==> config.mk <==
export PLATFORM = sky130hd
export DESIGN_NAME = itlb_top
export DESIGN_NICKNAME = d
export VERILOG_FILES = /design/src/hdl/itlb_pkg.sv /design/src/hdl/itlb_top.sv /design/src/hdl/itlb_resp_miss.sv /design/src/hdl/itlb_way_match.sv /design/src/hdl/itlb_set_array.sv /design/src/hdl/itlb_lookup_ctrl.sv
export VERILOG_INCLUDE_DIRS = /design/src /design/src/hdl
export SDC_FILE = /design/constraint.sdc
export NUM_CORES = 2
export LEC_CHECK = 0
export BUFFER_PORTS_ARGS = -buffer_cell sky130_fd_sc_hd__buf_2
export CAP_MARGIN = 10
export CORE_MARGIN = 2
export CORE_UTILIZATION = 51
export DETAILED_ROUTE_END_ITERATION = 6
export HOLD_SLACK_MARGIN = 0.02
export PLACE_DENSITY = 0.67
export SKIP_LAST_GASP = 1
export SYNTH_ARGS = -nofsm -noshare
export SYNTH_HDL_FRONTEND = slang
export SYNTH_SLANG_ARGS = --single-unit
==> constraint.sdc <==
create_clock -name CLK -period 11.2 [get_ports CLK]
set_input_delay 0.56 -clock CLK [delete_from_list [all_inputs] [get_ports CLK]]
set_output_delay 0.56 -clock CLK [all_outputs]
set_load 0.05 [all_outputs]
==> src/hdl/itlb_params.svh <==
// widths and array geometry of the instruction TLB, included by the package and every RTL file
`ifndef ITLB_PARAMS_SVH
`define ITLB_PARAMS_SVH

// Sv32 translation fields
`define ITLB_ASID_W  9
`define ITLB_VPN_W   20
`define ITLB_PPN_W   22
`define ITLB_PPN1_W  12
`define ITLB_PPN0_W  10

// ------------------------------
// 4 KB page array, 4 sets x 4 ways
`define ITLB_ASSOC   4
`define ITLB_WAY_W   2
`define ITLB_SETS    4
`define ITLB_INDEX_W 2

`endif
==> src/hdl/itlb_pkg.sv <==
// shared types of the instruction TLB, imported by the RTL modules and the testbench
`include "itlb_params.svh"

package itlb_pkg;

    // privilege of the fetching core
    typedef enum logic [1:0] {
        U_MODE = 2'd0,
        S_MODE = 2'd1,
        M_MODE = 2'd3
    } exec_mode_e;

    typedef enum logic [1:0] {
        SF_IDLE,
        SF_INV_SINGLE,
        SF_INV_ALL
    } sfence_state_e;

    // Sv32 leaf PTE as returned by the L2 TLB, msb first
    typedef struct packed {
        logic [`ITLB_PPN1_W-1:0] ppn1;
        logic [`ITLB_PPN0_W-1:0] ppn0;
        logic [1:0]              rsw;
        logic                    d;
        logic                    a;
        logic                    g;
        logic                    u;
        logic                    x;
        logic                    w;
        logic                    r;
        logic                    v;
    } pte_t;

    // one way of a set
    typedef struct packed {
        logic                    valid;
        logic [`ITLB_ASID_W-1:0] asid;
        logic [`ITLB_VPN_W-1:0]  vpn;
        logic [`ITLB_PPN1_W-1:0] ppn1;
        logic [`ITLB_PPN0_W-1:0] ppn0;
        logic                    g;
        logic                    u;
        logic                    x;
        logic                    w;
        logic                    r;
        logic                    v;
        logic                    pt_access_fault;
    } tlb_entry_t;

    typedef struct packed {
        tlb_entry_t [`ITLB_ASSOC-1:0] entries;
        logic [`ITLB_ASSOC-2:0]       plru;
    } tlb_set_t;

endpackage

==> src/hdl/itlb_top.sv <==
// top level of the blocking L1 instruction TLB, placed between the fetch unit and the L2 TLB
`timescale 1ns/1ps
`include "itlb_params.svh"

module itlb_top import itlb_pkg::*; (
    input  logic                    CLK,
    input  logic                    nRST,

    // core request, held until the response
    input  logic                    core_req_valid,
    input  exec_mode_e              core_req_exec_mode,
    input  logic [`ITLB_ASID_W-1:0] core_req_asid,
    input  logic [`ITLB_VPN_W-1:0]  core_req_vpn,

    output logic                    core_resp_valid,
    output logic [`ITLB_PPN_W-1:0]  core_resp_ppn,
    output logic                    core_resp_page_fault,
    output logic                    core_resp_access_fault,

    // L2 TLB miss path
    output logic                    l2_tlb_req_valid,
    output logic [`ITLB_ASID_W-1:0] l2_tlb_req_asid,
    output logic [`ITLB_VPN_W-1:0]  l2_tlb_req_vpn,
    input  logic                    l2_tlb_req_ready,

    input  logic                    l2_tlb_resp_valid,
    input  pte_t                    l2_tlb_resp_pte,
    input  logic                    l2_tlb_resp_access_fault,

    // sfence.vma
    input  logic                    sfence_inv_valid,
    input  logic [`ITLB_ASID_W-1:0] sfence_inv_asid,
    input  logic [`ITLB_VPN_W-1:0]  sfence_inv_vpn,
    output logic                    sfence_inv_ready
);

    // read side
    logic                     read_valid;
    logic [`ITLB_INDEX_W-1:0] read_index;
    tlb_set_t                 read_set;

    // compare stage
    logic                     stage_valid;
    exec_mode_e               stage_exec_mode;
    logic [`ITLB_ASID_W-1:0]  stage_asid;
    logic [`ITLB_VPN_W-1:0]   stage_vpn;
    logic                     inv_active;
    logic                     hit;
    tlb_entry_t               hit_entry;

    // write back
    logic                     write_valid;
    tlb_set_t                 write_set;
    logic                     fill_valid;

    // all port names match the local nets
    itlb_lookup_ctrl u_lookup_ctrl (.*);

    itlb_set_array u_set_array (.*);

    itlb_way_match u_way_match (.*);

    itlb_resp_miss u_resp_miss (.*);

endmodule

==> src/hdl/itlb_resp_miss.sv <==
// output side of the TLB: core response with fault checks, and the single outstanding L2 miss
`timescale 1ns/1ps
`include "itlb_params.svh"

module itlb_resp_miss import itlb_pkg::*; (
    input  logic                    CLK,
    input  logic                    nRST,
    input  logic                    stage_valid,
    input  exec_mode_e              stage_exec_mode,
    input  logic [`ITLB_ASID_W-1:0] stage_asid,
    input  logic [`ITLB_VPN_W-1:0]  stage_vpn,
    input  logic                    hit,
    input  tlb_entry_t              hit_entry,

    output logic                    core_resp_valid,
    output logic [`ITLB_PPN_W-1:0]  core_resp_ppn,
    output logic                    core_resp_page_fault,
    output logic                    core_resp_access_fault,

    output logic                    l2_tlb_req_valid,
    output logic [`ITLB_ASID_W-1:0] l2_tlb_req_asid,
    output logic [`ITLB_VPN_W-1:0]  l2_tlb_req_vpn,
    input  logic                    l2_tlb_req_ready,
    input  logic                    l2_tlb_resp_valid,

    output logic                    fill_valid
);

    logic miss;
    logic l2_sent;

    assign miss = stage_valid & ~hit;

    // ------------------------------
    // core response

    assign core_resp_valid = stage_valid & hit;
    assign core_resp_ppn   = {hit_entry.ppn1, hit_entry.ppn0};

    // a failed page-table access masks the PTE checks
    assign core_resp_access_fault = hit_entry.pt_access_fault;
    assign core_resp_page_fault   = ~hit_entry.pt_access_fault
        & (~hit_entry.v | ~hit_entry.x | (hit_entry.w & ~hit_entry.r)
           | ((stage_exec_mode == U_MODE) & ~hit_entry.u));

    // ------------------------------
    // miss request, one at a time

    assign l2_tlb_req_valid = miss & ~l2_sent;
    assign l2_tlb_req_asid  = stage_asid;
    assign l2_tlb_req_vpn   = stage_vpn;

    // response has no tag, so it belongs to the held miss
    assign fill_valid = miss & l2_sent & l2_tlb_resp_valid;

    always_ff @(posedge CLK or negedge nRST) begin
        if (!nRST) begin
            l2_sent <= 1'b0;
        end else if (!stage_valid || fill_valid) begin
            l2_sent <= 1'b0;
        end else if (l2_tlb_req_valid && l2_tlb_req_ready) begin
            l2_sent <= 1'b1;
        end
    end

endmodule

==> src/hdl/itlb_way_match.sv <==
// compare stage of the TLB: way hits, replacement choice, pseudo-LRU and the set written back
`timescale 1ns/1ps
`include "itlb_params.svh"

module itlb_way_match import itlb_pkg::*; (
    input  tlb_set_t                read_set,
    input  logic [`ITLB_ASID_W-1:0] stage_asid,
    input  logic [`ITLB_VPN_W-1:0]  stage_vpn,
    input  logic                    stage_valid,
    input  logic                    inv_active,
    input  logic                    fill_valid,
    input  pte_t                    l2_tlb_resp_pte,
    input  logic                    l2_tlb_resp_access_fault,
    output logic                    hit,
    output tlb_entry_t              hit_entry,
    output logic                    write_valid,
    output tlb_set_t                write_set
);

    logic [`ITLB_ASSOC-1:0] valid_by_way;
    logic [`ITLB_ASSOC-1:0] hit_by_way;
    logic [`ITLB_WAY_W-1:0] hit_way;
    logic [`ITLB_WAY_W-1:0] invalid_way;
    logic [`ITLB_WAY_W-1:0] victim_way;
    logic [`ITLB_WAY_W-1:0] fill_way;
    logic [`ITLB_ASSOC-2:0] touch_plru;
    logic                   asid_wild;
    logic                   vpn_wild;

    // zero fields of an sfence match everything
    assign asid_wild = inv_active & (stage_asid == '0);
    assign vpn_wild  = inv_active & (stage_vpn == '0);

    // ------------------------------
    // tag compare

    // walk down so the lowest way wins
    always_comb begin
        hit_way     = '0;
        invalid_way = '0;
        for (int w = `ITLB_ASSOC-1; w >= 0; w--) begin
            valid_by_way[w] = read_set.entries[w].valid;
            hit_by_way[w] = read_set.entries[w].valid
                & ((read_set.entries[w].asid == stage_asid) | read_set.entries[w].g
                   | asid_wild)
                & ((read_set.entries[w].vpn == stage_vpn) | vpn_wild);
            if (!valid_by_way[w]) begin
                invalid_way = w[`ITLB_WAY_W-1:0];
            end
            if (hit_by_way[w]) begin
                hit_way = w[`ITLB_WAY_W-1:0];
            end
        end
    end

    assign hit       = |hit_by_way;
    assign hit_entry = read_set.entries[hit_way];

    // ------------------------------
    // tree pseudo-LRU
    // plru[0] picks the half holding the victim, plru[1] and plru[2] the way inside it

    always_comb begin
        victim_way = read_set.plru[0] ? {1'b1, read_set.plru[2]} : {1'b0, read_set.plru[1]};
        // point every node on the path away from the touched way
        touch_plru    = read_set.plru;
        touch_plru[0] = ~hit_way[1];
        if (hit_way[1]) begin
            touch_plru[2] = ~hit_way[0];
        end else begin
            touch_plru[1] = ~hit_way[0];
        end
    end

    assign fill_way = (&valid_by_way) ? victim_way : invalid_way;

    // ------------------------------
    // write back, fill over invalidate over touch

    always_comb begin
        write_set   = read_set;
        write_valid = 1'b0;
        if (fill_valid) begin
            write_valid = 1'b1;
            write_set.entries[fill_way] = '{
                valid:           1'b1,
                asid:            stage_asid,
                vpn:             stage_vpn,
                ppn1:            l2_tlb_resp_pte.ppn1,
                ppn0:            l2_tlb_resp_pte.ppn0,
                g:               l2_tlb_resp_pte.g,
                u:               l2_tlb_resp_pte.u,
                x:               l2_tlb_resp_pte.x,
                w:               l2_tlb_resp_pte.w,
                r:               l2_tlb_resp_pte.r,
                v:               l2_tlb_resp_pte.v,
                pt_access_fault: l2_tlb_resp_access_fault
            };
        end else if (inv_active) begin
            write_valid = 1'b1;
            for (int w = 0; w < `ITLB_ASSOC; w++) begin
                if (hit_by_way[w]) begin
                    write_set.entries[w].valid = 1'b0;
                end
            end
        end else if (stage_valid & hit) begin
            write_valid    = 1'b1;
            write_set.plru = touch_plru;
        end
    end

endmodule

==> src/hdl/itlb_set_array.sv <==
// register storage of the TLB sets with a registered read port and write-to-read forwarding
`timescale 1ns/1ps
`include "itlb_params.svh"

module itlb_set_array import itlb_pkg::*; (
    input  logic                     CLK,
    input  logic                     nRST,
    input  logic                     read_valid,
    input  logic [`ITLB_INDEX_W-1:0] read_index,
    input  logic                     write_valid,
    input  tlb_set_t                 write_set,
    output tlb_set_t                 read_set
);

    tlb_set_t [`ITLB_SETS-1:0] sets;
    logic [`ITLB_INDEX_W-1:0]  last_index;

    always_ff @(posedge CLK or negedge nRST) begin
        if (!nRST) begin
            sets       <= '0;
            read_set   <= '0;
            last_index <= '0;
        end else begin
            // write back goes to the set now in the compare stage
            if (write_valid) begin
                sets[last_index] <= write_set;
            end

            if (read_valid) begin
                last_index <= read_index;
                // same set being written this cycle, take the new copy
                if (write_valid && (read_index == last_index)) begin
                    read_set <= write_set;
                end else begin
                    read_set <= sets[read_index];
                end
            end
        end
    end

endmodule

==> src/hdl/itlb_lookup_ctrl.sv <==
// input side of the instruction TLB: request arbitration, set hash, sfence walk and stage registers
`timescale 1ns/1ps
`include "itlb_params.svh"

module itlb_lookup_ctrl import itlb_pkg::*; (
    input  logic                     CLK,
    input  logic                     nRST,

    input  logic                     core_req_valid,
    input  exec_mode_e               core_req_exec_mode,
    input  logic [`ITLB_ASID_W-1:0]  core_req_asid,
    input  logic [`ITLB_VPN_W-1:0]   core_req_vpn,
    input  logic                     core_resp_valid,

    input  logic                     sfence_inv_valid,
    input  logic [`ITLB_ASID_W-1:0]  sfence_inv_asid,
    input  logic [`ITLB_VPN_W-1:0]   sfence_inv_vpn,
    output logic                     sfence_inv_ready,

    output logic                     read_valid,
    output logic [`ITLB_INDEX_W-1:0] read_index,

    output logic                     stage_valid,
    output exec_mode_e               stage_exec_mode,
    output logic [`ITLB_ASID_W-1:0]  stage_asid,
    output logic [`ITLB_VPN_W-1:0]   stage_vpn,
    output logic                     inv_active
);

    sfence_state_e            state;
    sfence_state_e            state_next;
    logic [`ITLB_INDEX_W-1:0] set_cnt;
    logic                     sf_accept;
    logic                     sf_all;
    logic                     core_accept;
    logic                     walk;
    logic [`ITLB_ASID_W-1:0]  sel_asid;
    logic [`ITLB_VPN_W-1:0]   sel_vpn;
    logic [`ITLB_INDEX_W-1:0] hash_index;

    // ------------------------------
    // arbitration

    // only the all-set walk blocks a new sfence
    assign sfence_inv_ready = (state != SF_INV_ALL);
    assign inv_active       = (state != SF_IDLE);

    assign sf_accept = sfence_inv_valid & sfence_inv_ready;
    assign sf_all    = sf_accept & (sfence_inv_vpn == '0);

    // skip the response cycle, the core still shows the answered request there
    assign core_accept = core_req_valid & ~sfence_inv_valid & sfence_inv_ready
                       & ~core_resp_valid;

    // sfence wins the read port
    assign sel_asid = sfence_inv_valid ? sfence_inv_asid : core_req_asid;
    assign sel_vpn  = sfence_inv_valid ? sfence_inv_vpn : core_req_vpn;

    // low VPN bits folded with low ASID bits
    assign hash_index = sel_vpn[`ITLB_INDEX_W-1:0]
                      ^ sel_vpn[2*`ITLB_INDEX_W-1:`ITLB_INDEX_W]
                      ^ sel_asid[`ITLB_INDEX_W-1:0]
                      ^ sel_asid[2*`ITLB_INDEX_W-1:`ITLB_INDEX_W];

    // counter drives the index for the whole VPN-zero walk
    assign walk       = sf_all | (state == SF_INV_ALL);
    assign read_valid = sf_accept | core_accept | walk;
    assign read_index = walk ? set_cnt : hash_index;

    // ------------------------------
    // sfence FSM

    always_comb begin
        state_next = state;
        case (state)
            SF_INV_ALL: begin
                // last set read, its invalidation follows as a single-set cycle
                if (set_cnt == (`ITLB_SETS - 1)) begin
                    state_next = SF_INV_SINGLE;
                end
            end
            default: begin
                if (sf_all) begin
                    state_next = SF_INV_ALL;
                end else if (sf_accept) begin
                    state_next = SF_INV_SINGLE;
                end else begin
                    state_next = SF_IDLE;
                end
            end
        endcase
    end

    always_ff @(posedge CLK or negedge nRST) begin
        if (!nRST) begin
            state       <= SF_IDLE;
            set_cnt     <= '0;
            stage_valid <= 1'b0;
        end else begin
            state <= state_next;
            // wraps back to zero after the last set
            if (walk) begin
                set_cnt <= set_cnt + 1'b1;
            end
            stage_valid <= core_accept;
        end
    end

    // held through the walk so the wildcards stay applied
    always_ff @(posedge CLK) begin
        if (sf_accept | core_accept) begin
            stage_asid      <= sel_asid;
            stage_vpn       <= sel_vpn;
            stage_exec_mode <= core_req_exec_mode;
        end
    end

endmodule

Word-level counts from Yosys, hierarchy flattened
Index checks and enable logic that the tools add are counted.
{"block": "word_totals", "in_bits": 99, "register_bits": 1234}
{"block": "classes", "magnitude_cmp": 6, "n_bitwise": 55, "n_reduce_logical": 14, "mux": 54, "eq_ne": 13, "n_addsub": 1}
{"op": "bitwise mux 956 bit", "n": 1}
{"op": "two-way mux 239 bit", "n": 3}
{"op": "binary-select mux 239 bit (select 2 bit)", "n": 1}
{"op": "demux 239 bit (select 2 bit)", "n": 1}
{"op": "bitwise mux 236 bit", "n": 1}
{"op": "two-way mux 58 bit", "n": 4}
{"op": "binary-select mux 59 bit (select 2 bit)", "n": 1}
{"op": "demux 59 bit (select 2 bit)", "n": 1}
{"op": "equality test 20 bit", "n": 4}
{"op": "two-way mux 59 bit", "n": 1}
{"op": "logical NOT 20 bit", "n": 2}
{"op": "equality test 9 bit", "n": 4}
{"op": "two-way mux 29 bit", "n": 1}
{"op": "two-way mux 2 bit", "n": 14}
{"op": "AND 1 bit", "n": 23}
{"op": "two-way mux 1 bit", "n": 20}
{"op": "two-way mux 20 bit", "n": 1}
{"op": "bitwise OR 1 bit", "n": 18}
{"op": "less-than comparator 2 x 3 -> 1 bit, second input constant", "n": 4}
{"op": "NOT 1 bit", "n": 11}
{"op": "logical NOT 9 bit", "n": 1}
{"op": "two-way mux 3 bit", "n": 3}
{"op": "two-way mux 9 bit", "n": 1}
{"op": "XOR 2 bit", "n": 3}
{"op": "other kinds (12)", "n": 19}

Depth between registers and ports, before layout
{"block": "logic_depth", "word_depth": 16, "ltp_mapped": 14, "ltp_nobuf": 9}

By module
Synthesis repeated with hierarchy kept, for this count alone.
{"block": "unflattened", "cells_unflattened": 4061, "hier_area_um2": 60317.8}
{"module": "itlb_set_array", "area_per_inst_um2": 51376.8, "instances": 1, "cells_per_inst": 3121}
{"module": "itlb_way_match", "area_per_inst_um2": 6786.5, "instances": 1, "cells_per_inst": 779}
{"module": "itlb_lookup_ctrl", "area_per_inst_um2": 1662.8, "instances": 1, "cells_per_inst": 99}
{"module": "itlb_resp_miss", "area_per_inst_um2": 491.7, "instances": 1, "cells_per_inst": 62}

Worst setup path after synthesis
OpenSTA, ideal clock, no wires.
{"block": "synth_timing", "path_kind": "register to output", "start": "register u_lookup_ctrl.stage_asid[6]", "end": "output core_resp_page_fault", "path_slack_ns": 6.478, "required_ns": 10.640, "path_stages_with_launch": 13, "t_arrival_ns": 4.162, "path_buffers": 3, "path_cell_list": "edfxtp_1 buf_2 nor4_1 nand3_1 nor4_1 o31a_1 o2bb2ai_1 nand2_1 buf_2 clkbuf_1 mux2i_1 mux2i_1 a21oi_1"}
{"block": "synth_between", "word_cells_on_any_way": 39, "classes_between": "4 x eq/ne; 6 x mux; 28 x bitwise; 1 x reduce/logical"}
{"element": "start: declaration", "line": "itlb_lookup_ctrl.sv:25", "rtl": "output logic [`ITLB_ASID_W-1:0] stage_asid,"}
{"element": "start signal: assignment", "line": "itlb_lookup_ctrl.sv:112", "rtl": "stage_asid <= sel_asid;"}
{"element": "equality test 9 bit or logical NOT 9 bit (tied branches)", "line": "itlb_way_match.sv:44, itlb_way_match.sv:31"}
{"element": "bitwise OR 1 bit or AND 1 bit (tied branches)", "line": "itlb_way_match.sv:44, itlb_way_match.sv:31"}
{"element": "bitwise OR 1 bit", "line": "itlb_way_match.sv:45", "rtl": "| asid_wild)"}
{"element": "AND 1 bit", "line": "itlb_way_match.sv:44", "rtl": "& ((read_set.entries[w].asid == stage_asid) | read_set.entries[w].g"}
{"element": "AND 1 bit", "line": "itlb_way_match.sv:46", "rtl": "& ((read_set.entries[w].vpn == stage_vpn) | vpn_wild);"}
{"element": "two-way mux 2 bit (3 in a row)", "line": "itlb_way_match.sv:50", "rtl": "if (hit_by_way[w]) begin"}
{"element": "two-way mux 2 bit *", "line": "itlb_way_match.sv:50"}
{"element": "binary-select mux 59 bit (select 2 bit) *", "line": "itlb_way_match.sv:57", "rtl": "assign hit_entry = read_set.entries[hit_way];"}
{"element": "two-way mux 29 bit (not written as such) *", "line": "itlb_way_match.sv:57"}
{"element": "net core_resp_access_fault", "line": "itlb_top.sv:18", "rtl": "output logic core_resp_access_fault,"}
{"element": "NOT 1 bit *", "line": "itlb_resp_miss.sv:42", "rtl": "assign core_resp_page_fault = ~hit_entry.pt_access_fault"}
{"element": "AND 1 bit *", "line": "itlb_resp_miss.sv:43", "rtl": "& (~hit_entry.v | ~hit_entry.x | (hit_entry.w & ~hit_entry.r)"}
{"element": "end: declaration", "line": "itlb_top.sv:17", "rtl": "output logic core_resp_page_fault,"}
Mark *: on every way through the listed nets, which the timed path passes. The rest lies on a longest branch. The select of a mux whose other input is x is not followed.

Worst setup path in the final report
{"block": "layout_timing", "start": "input sfence_inv_vpn[10]", "end": "register, netlist name u_set_array.read_set[100]"}
{"block": "layout_between", "elab_chain_cells": 7, "word_cells_on_any_way": 10, "classes_between": "1 x eq/ne; 4 x mux; 3 x bitwise; 2 x reduce/logical"}
{"element": "start: declaration", "line": "itlb_top.sv:33", "rtl": "input logic [`ITLB_VPN_W-1:0] sfence_inv_vpn,"}
{"element": "logical NOT 20 bit *", "line": "itlb_lookup_ctrl.sv:49", "rtl": "assign sf_all = sf_accept & (sfence_inv_vpn == '0);"}
{"element": "AND 1 bit *", "line": "itlb_lookup_ctrl.sv:49"}
{"element": "bitwise OR 1 bit *", "line": "itlb_lookup_ctrl.sv:66", "rtl": "assign walk = sf_all | (state == SF_INV_ALL);"}
{"element": "two-way mux 2 bit", "line": "itlb_lookup_ctrl.sv:68", "rtl": "assign read_index = walk ? set_cnt : hash_index;"}
{"element": "binary-select mux 239 bit (select 2 bit) or equality test 2 bit (tied branches)", "line": "itlb_set_array.sv:35, itlb_set_array.sv:32"}
{"element": "two-way mux 239 bit (not written as such) or logical AND 1 bit (tied branches)", "line": "itlb_set_array.sv:35, itlb_set_array.sv:32"}
{"element": "two-way mux 239 bit", "line": "itlb_set_array.sv:32", "rtl": "if (write_valid && (read_index == last_index)) begin"}
Every way passes the cells marked *; elsewhere a longest branch is shown, timed or not. The select of a mux whose other input is x is not followed.
A chain may end at the register's enable or synchronous reset.

==> results.ini <==
[clock_tree]
htree_levels = 4
cts_root_buffer = clkbuf_16
path_clk_slew_ps = 50
insertion_delay_ps = 750
post_cts_buffers = 0
clk_path_buf_depth = 3
post_cts_resized = 0
cts_num_sinks = 1234
cts_tree = done
numCtsBuffers = 135
holdBufCountCts = 3

[detailed_routing]
wl_um = 160000
drt-wirelength-per-cell_um = 21.2
detail_route.vias_per_cell = 5.98
dr.pass1.iters = 5
antenna_left = 0
first_iter_violations = 3860
dr_total_vias = 45100
drc = 0

[power_and_ir_drop]
power-per-cell-area_nw_per_um2 = 279
leakagePower_uw = 0.0287
peakVddDrop_mv = 0.176
power_uw = 17800

[global_route]
grtUsageTotal = 0.277
antenna_found_initial = 9
grt_pass1_wl_um = 256000
grt_pass1_vias = 44400
grt_max_degree = 239
overflow = 0

[finish]
final_common_cell = nand2_1
nets = 6039
nFillCells = 10000
area.growth.synth_to_final_pct = 9.82
drive_gt1_frac = 0.0955
fin_cells = 7542
final_util = 0.565
final_cell_mix = nand2_1 (1512), dfrtp_1 (1203), o21ai_0 (951)

[synth]
ys_ff_latch = 1234
syn_avg_cell_area_um2 = 9.46
synthCells = 6128
synth_area_um2 = 58000
ys_seq_area_frac = 0.535
synth_nets = 6228
synth-edff-count = 31
async_flop_share = 0.975
synth_ff_type = dfrtp_1
yosys_warnings = 0
yosysUniqueCellTypes = 64

[worst_setup_path]
endpoint_kind = register
cp_data_required_time_ps = 11760
critPathLaunchType = input pin
cp_max_fo = 84
arrival_ps = 7300
critPathKind = input pin to register

[timing]
finalSetupTns_ps = 0
hold_viol = 0
period_share = 0.602
rsz0062_at_grt = no
post-route-min-period_ps = 6750
drv_slew = 0
finalClockSkew_ps = 29.0
max_slew_margin = 0.222
worst_pin_slew_ps = 1170
setup_violations = 0
max_freq_mhz = 148
worst_slack_ps = 4450

[floorplanning]
num_rows = 123
ioPinCount = 155
fp.dieH_um = 341
coreArea_um2 = 113000
initial_utilization = 0.515
dieArea_um2 = 116000
die_w_um = 341

[placed_design]
gp_routability_congestion = 0.808
place_inst = 7299
detailed_place_hpwl_um = 86300
pre_cts_ws_ps = 3450
port_buffers = 150

[outcome]
status = complete, no violations

[flow_run]
cap_violations = 0

[worst_hold_path]
worstHoldPathType = input pin to register

## sequential cells by signal, summed over array words and instances, names as in the netlist
register                       cells
u_lookup_ctrl.set_cnt              2
u_lookup_ctrl.stage_vpn           20
u_lookup_ctrl.stage_asid           9
u_set_array.last_index             2
u_lookup_ctrl.stage_valid          1
u_set_array.read_set             239
u_lookup_ctrl.stage_exec_mode      2
u_resp_miss.l2_sent                1
u_lookup_ctrl.state                2
u_set_array.sets                 956
## worst max-delay path, stage by stage
cell and delay [ps]:
buf_2 110, nor4_1 690, buf_4 230, nand4_1 280, o31ai_4 650, mux2i_4 310, buf_4 770, o221a_1 390
o21ai_4 70, buf_4 330, a31oi_4 640, buf_4 870, a21boi_4 450, buf_4 540, a2bb2oi_1 260
## path summary, 6_finish.rpt
| check | start | end | slack [ps] | cells past startpoint |
|---|---|---|---|---|
| setup / recovery | sfence_inv_vpn[10] | u_set_array.read_set[100] | 4450 | 15 |
| hold / removal | core_req_vpn[13] | u_lookup_ctrl.stage_vpn[13] | 120 | 2 |
| setup reg to reg | u_lookup_ctrl.state[0] | u_set_array.read_set[100] | 5020 | 13 |
| hold reg to reg | u_set_array.sets[880] | u_set_array.sets[880] | 470 | 2 |
| max in group asynchronous | nRST | u_set_array.sets[242] | 8330 | 4 |
| min in group asynchronous | nRST | u_set_array.sets[800] | 480 | 2 |
## layout make-up
class | instances | area, µm² | area share
diodes | 3 | 7.51 | 0.000118
clock buffers | 210 | 4170 | 0.0655
clock inverters | 27 | 263 | 0.00413
inverters | 7 | 26.3 | 0.000413
multi-input cells | 4337 | 24800 | 0.389
flip-flops and latches | 1234 | 31000 | 0.487
well taps | 1500 | 1880 | 0.0295
repair buffers | 224 | 1490 | 0.0234
## cell families (layout without fill, tap and decap cells)
| kind of cell | after synthesis | count (layout) | share of synthesized area |
|---|---|---|---|
| XOR/XNOR | 132 | 132 | 0.0199 |
| flip-flops | 1234 | 1234 | 0.535 |
| adder cells (fa/ha/maj) | 1 | 1 | 0.000216 |
| AO/OA/AOI/OAI | 1977 | 1977 | 0.210 |
| multiplexers | 298 | 298 | 0.0535 |
| AND/OR/NAND/NOR | 1929 | 1929 | 0.141 |
| other | 0 | 3 | 0 |
| buffers and inverters | 557 | 468 | 0.0401 |
## cells in the mapped netlist, drive strengths merged (10+ instances only)
master | number | share of area
o22ai | 232 | 0.025
a211oi | 234 | 0.030
o21ai | 955 | 0.083
a2bb2oi | 235 | 0.036
mux2 | 55 | 0.011
and2 | 235 | 0.025
a31oi | 263 | 0.029
or2 | 62 | 0.0067
nor2 | 41 | 0.0027
edfxtp | 31 | 0.016
nand3 | 10 | 0.00086
xnor2 | 89 | 0.013
clkbuf | 374 | 0.024
mux2i | 239 | 0.041
nand2 | 1515 | 0.098
buf | 176 | 0.015
a21oi | 16 | 0.0014
nor4 | 23 | 0.0025
nor3 | 11 | 0.0011
dfrtp | 1203 | 0.52
xor2 | 43 | 0.0065
nand4 | 19 | 0.0021
## metal layers
metal	up-vias	track usage	wire length, µm
met1	22200	0.394	71900
met3	283	0.0463	10200
met4	2	0.0962	5100
li1	21200	-	-
met2	1396	0.431	72800
met5	-	0	20
## power breakdown
part           switching (µW)  internal (µW)
logic                    3270           2210
registers                1280           6590
clock network            1820           2630
## through the flow
| stage | instance area [µm²] | hold WS [ps] |
|---|---|---|
| after floorplan | 58000 | 264 |
| after global placement | 59200 | 452 |
| after detailed placement | 59200 | 462 |
| after CTS | 63700 | 78.7 |
| after global routing | 63700 | 102 |
| final | 63700 | 119 |
Power figures use the tool's default switching activity.
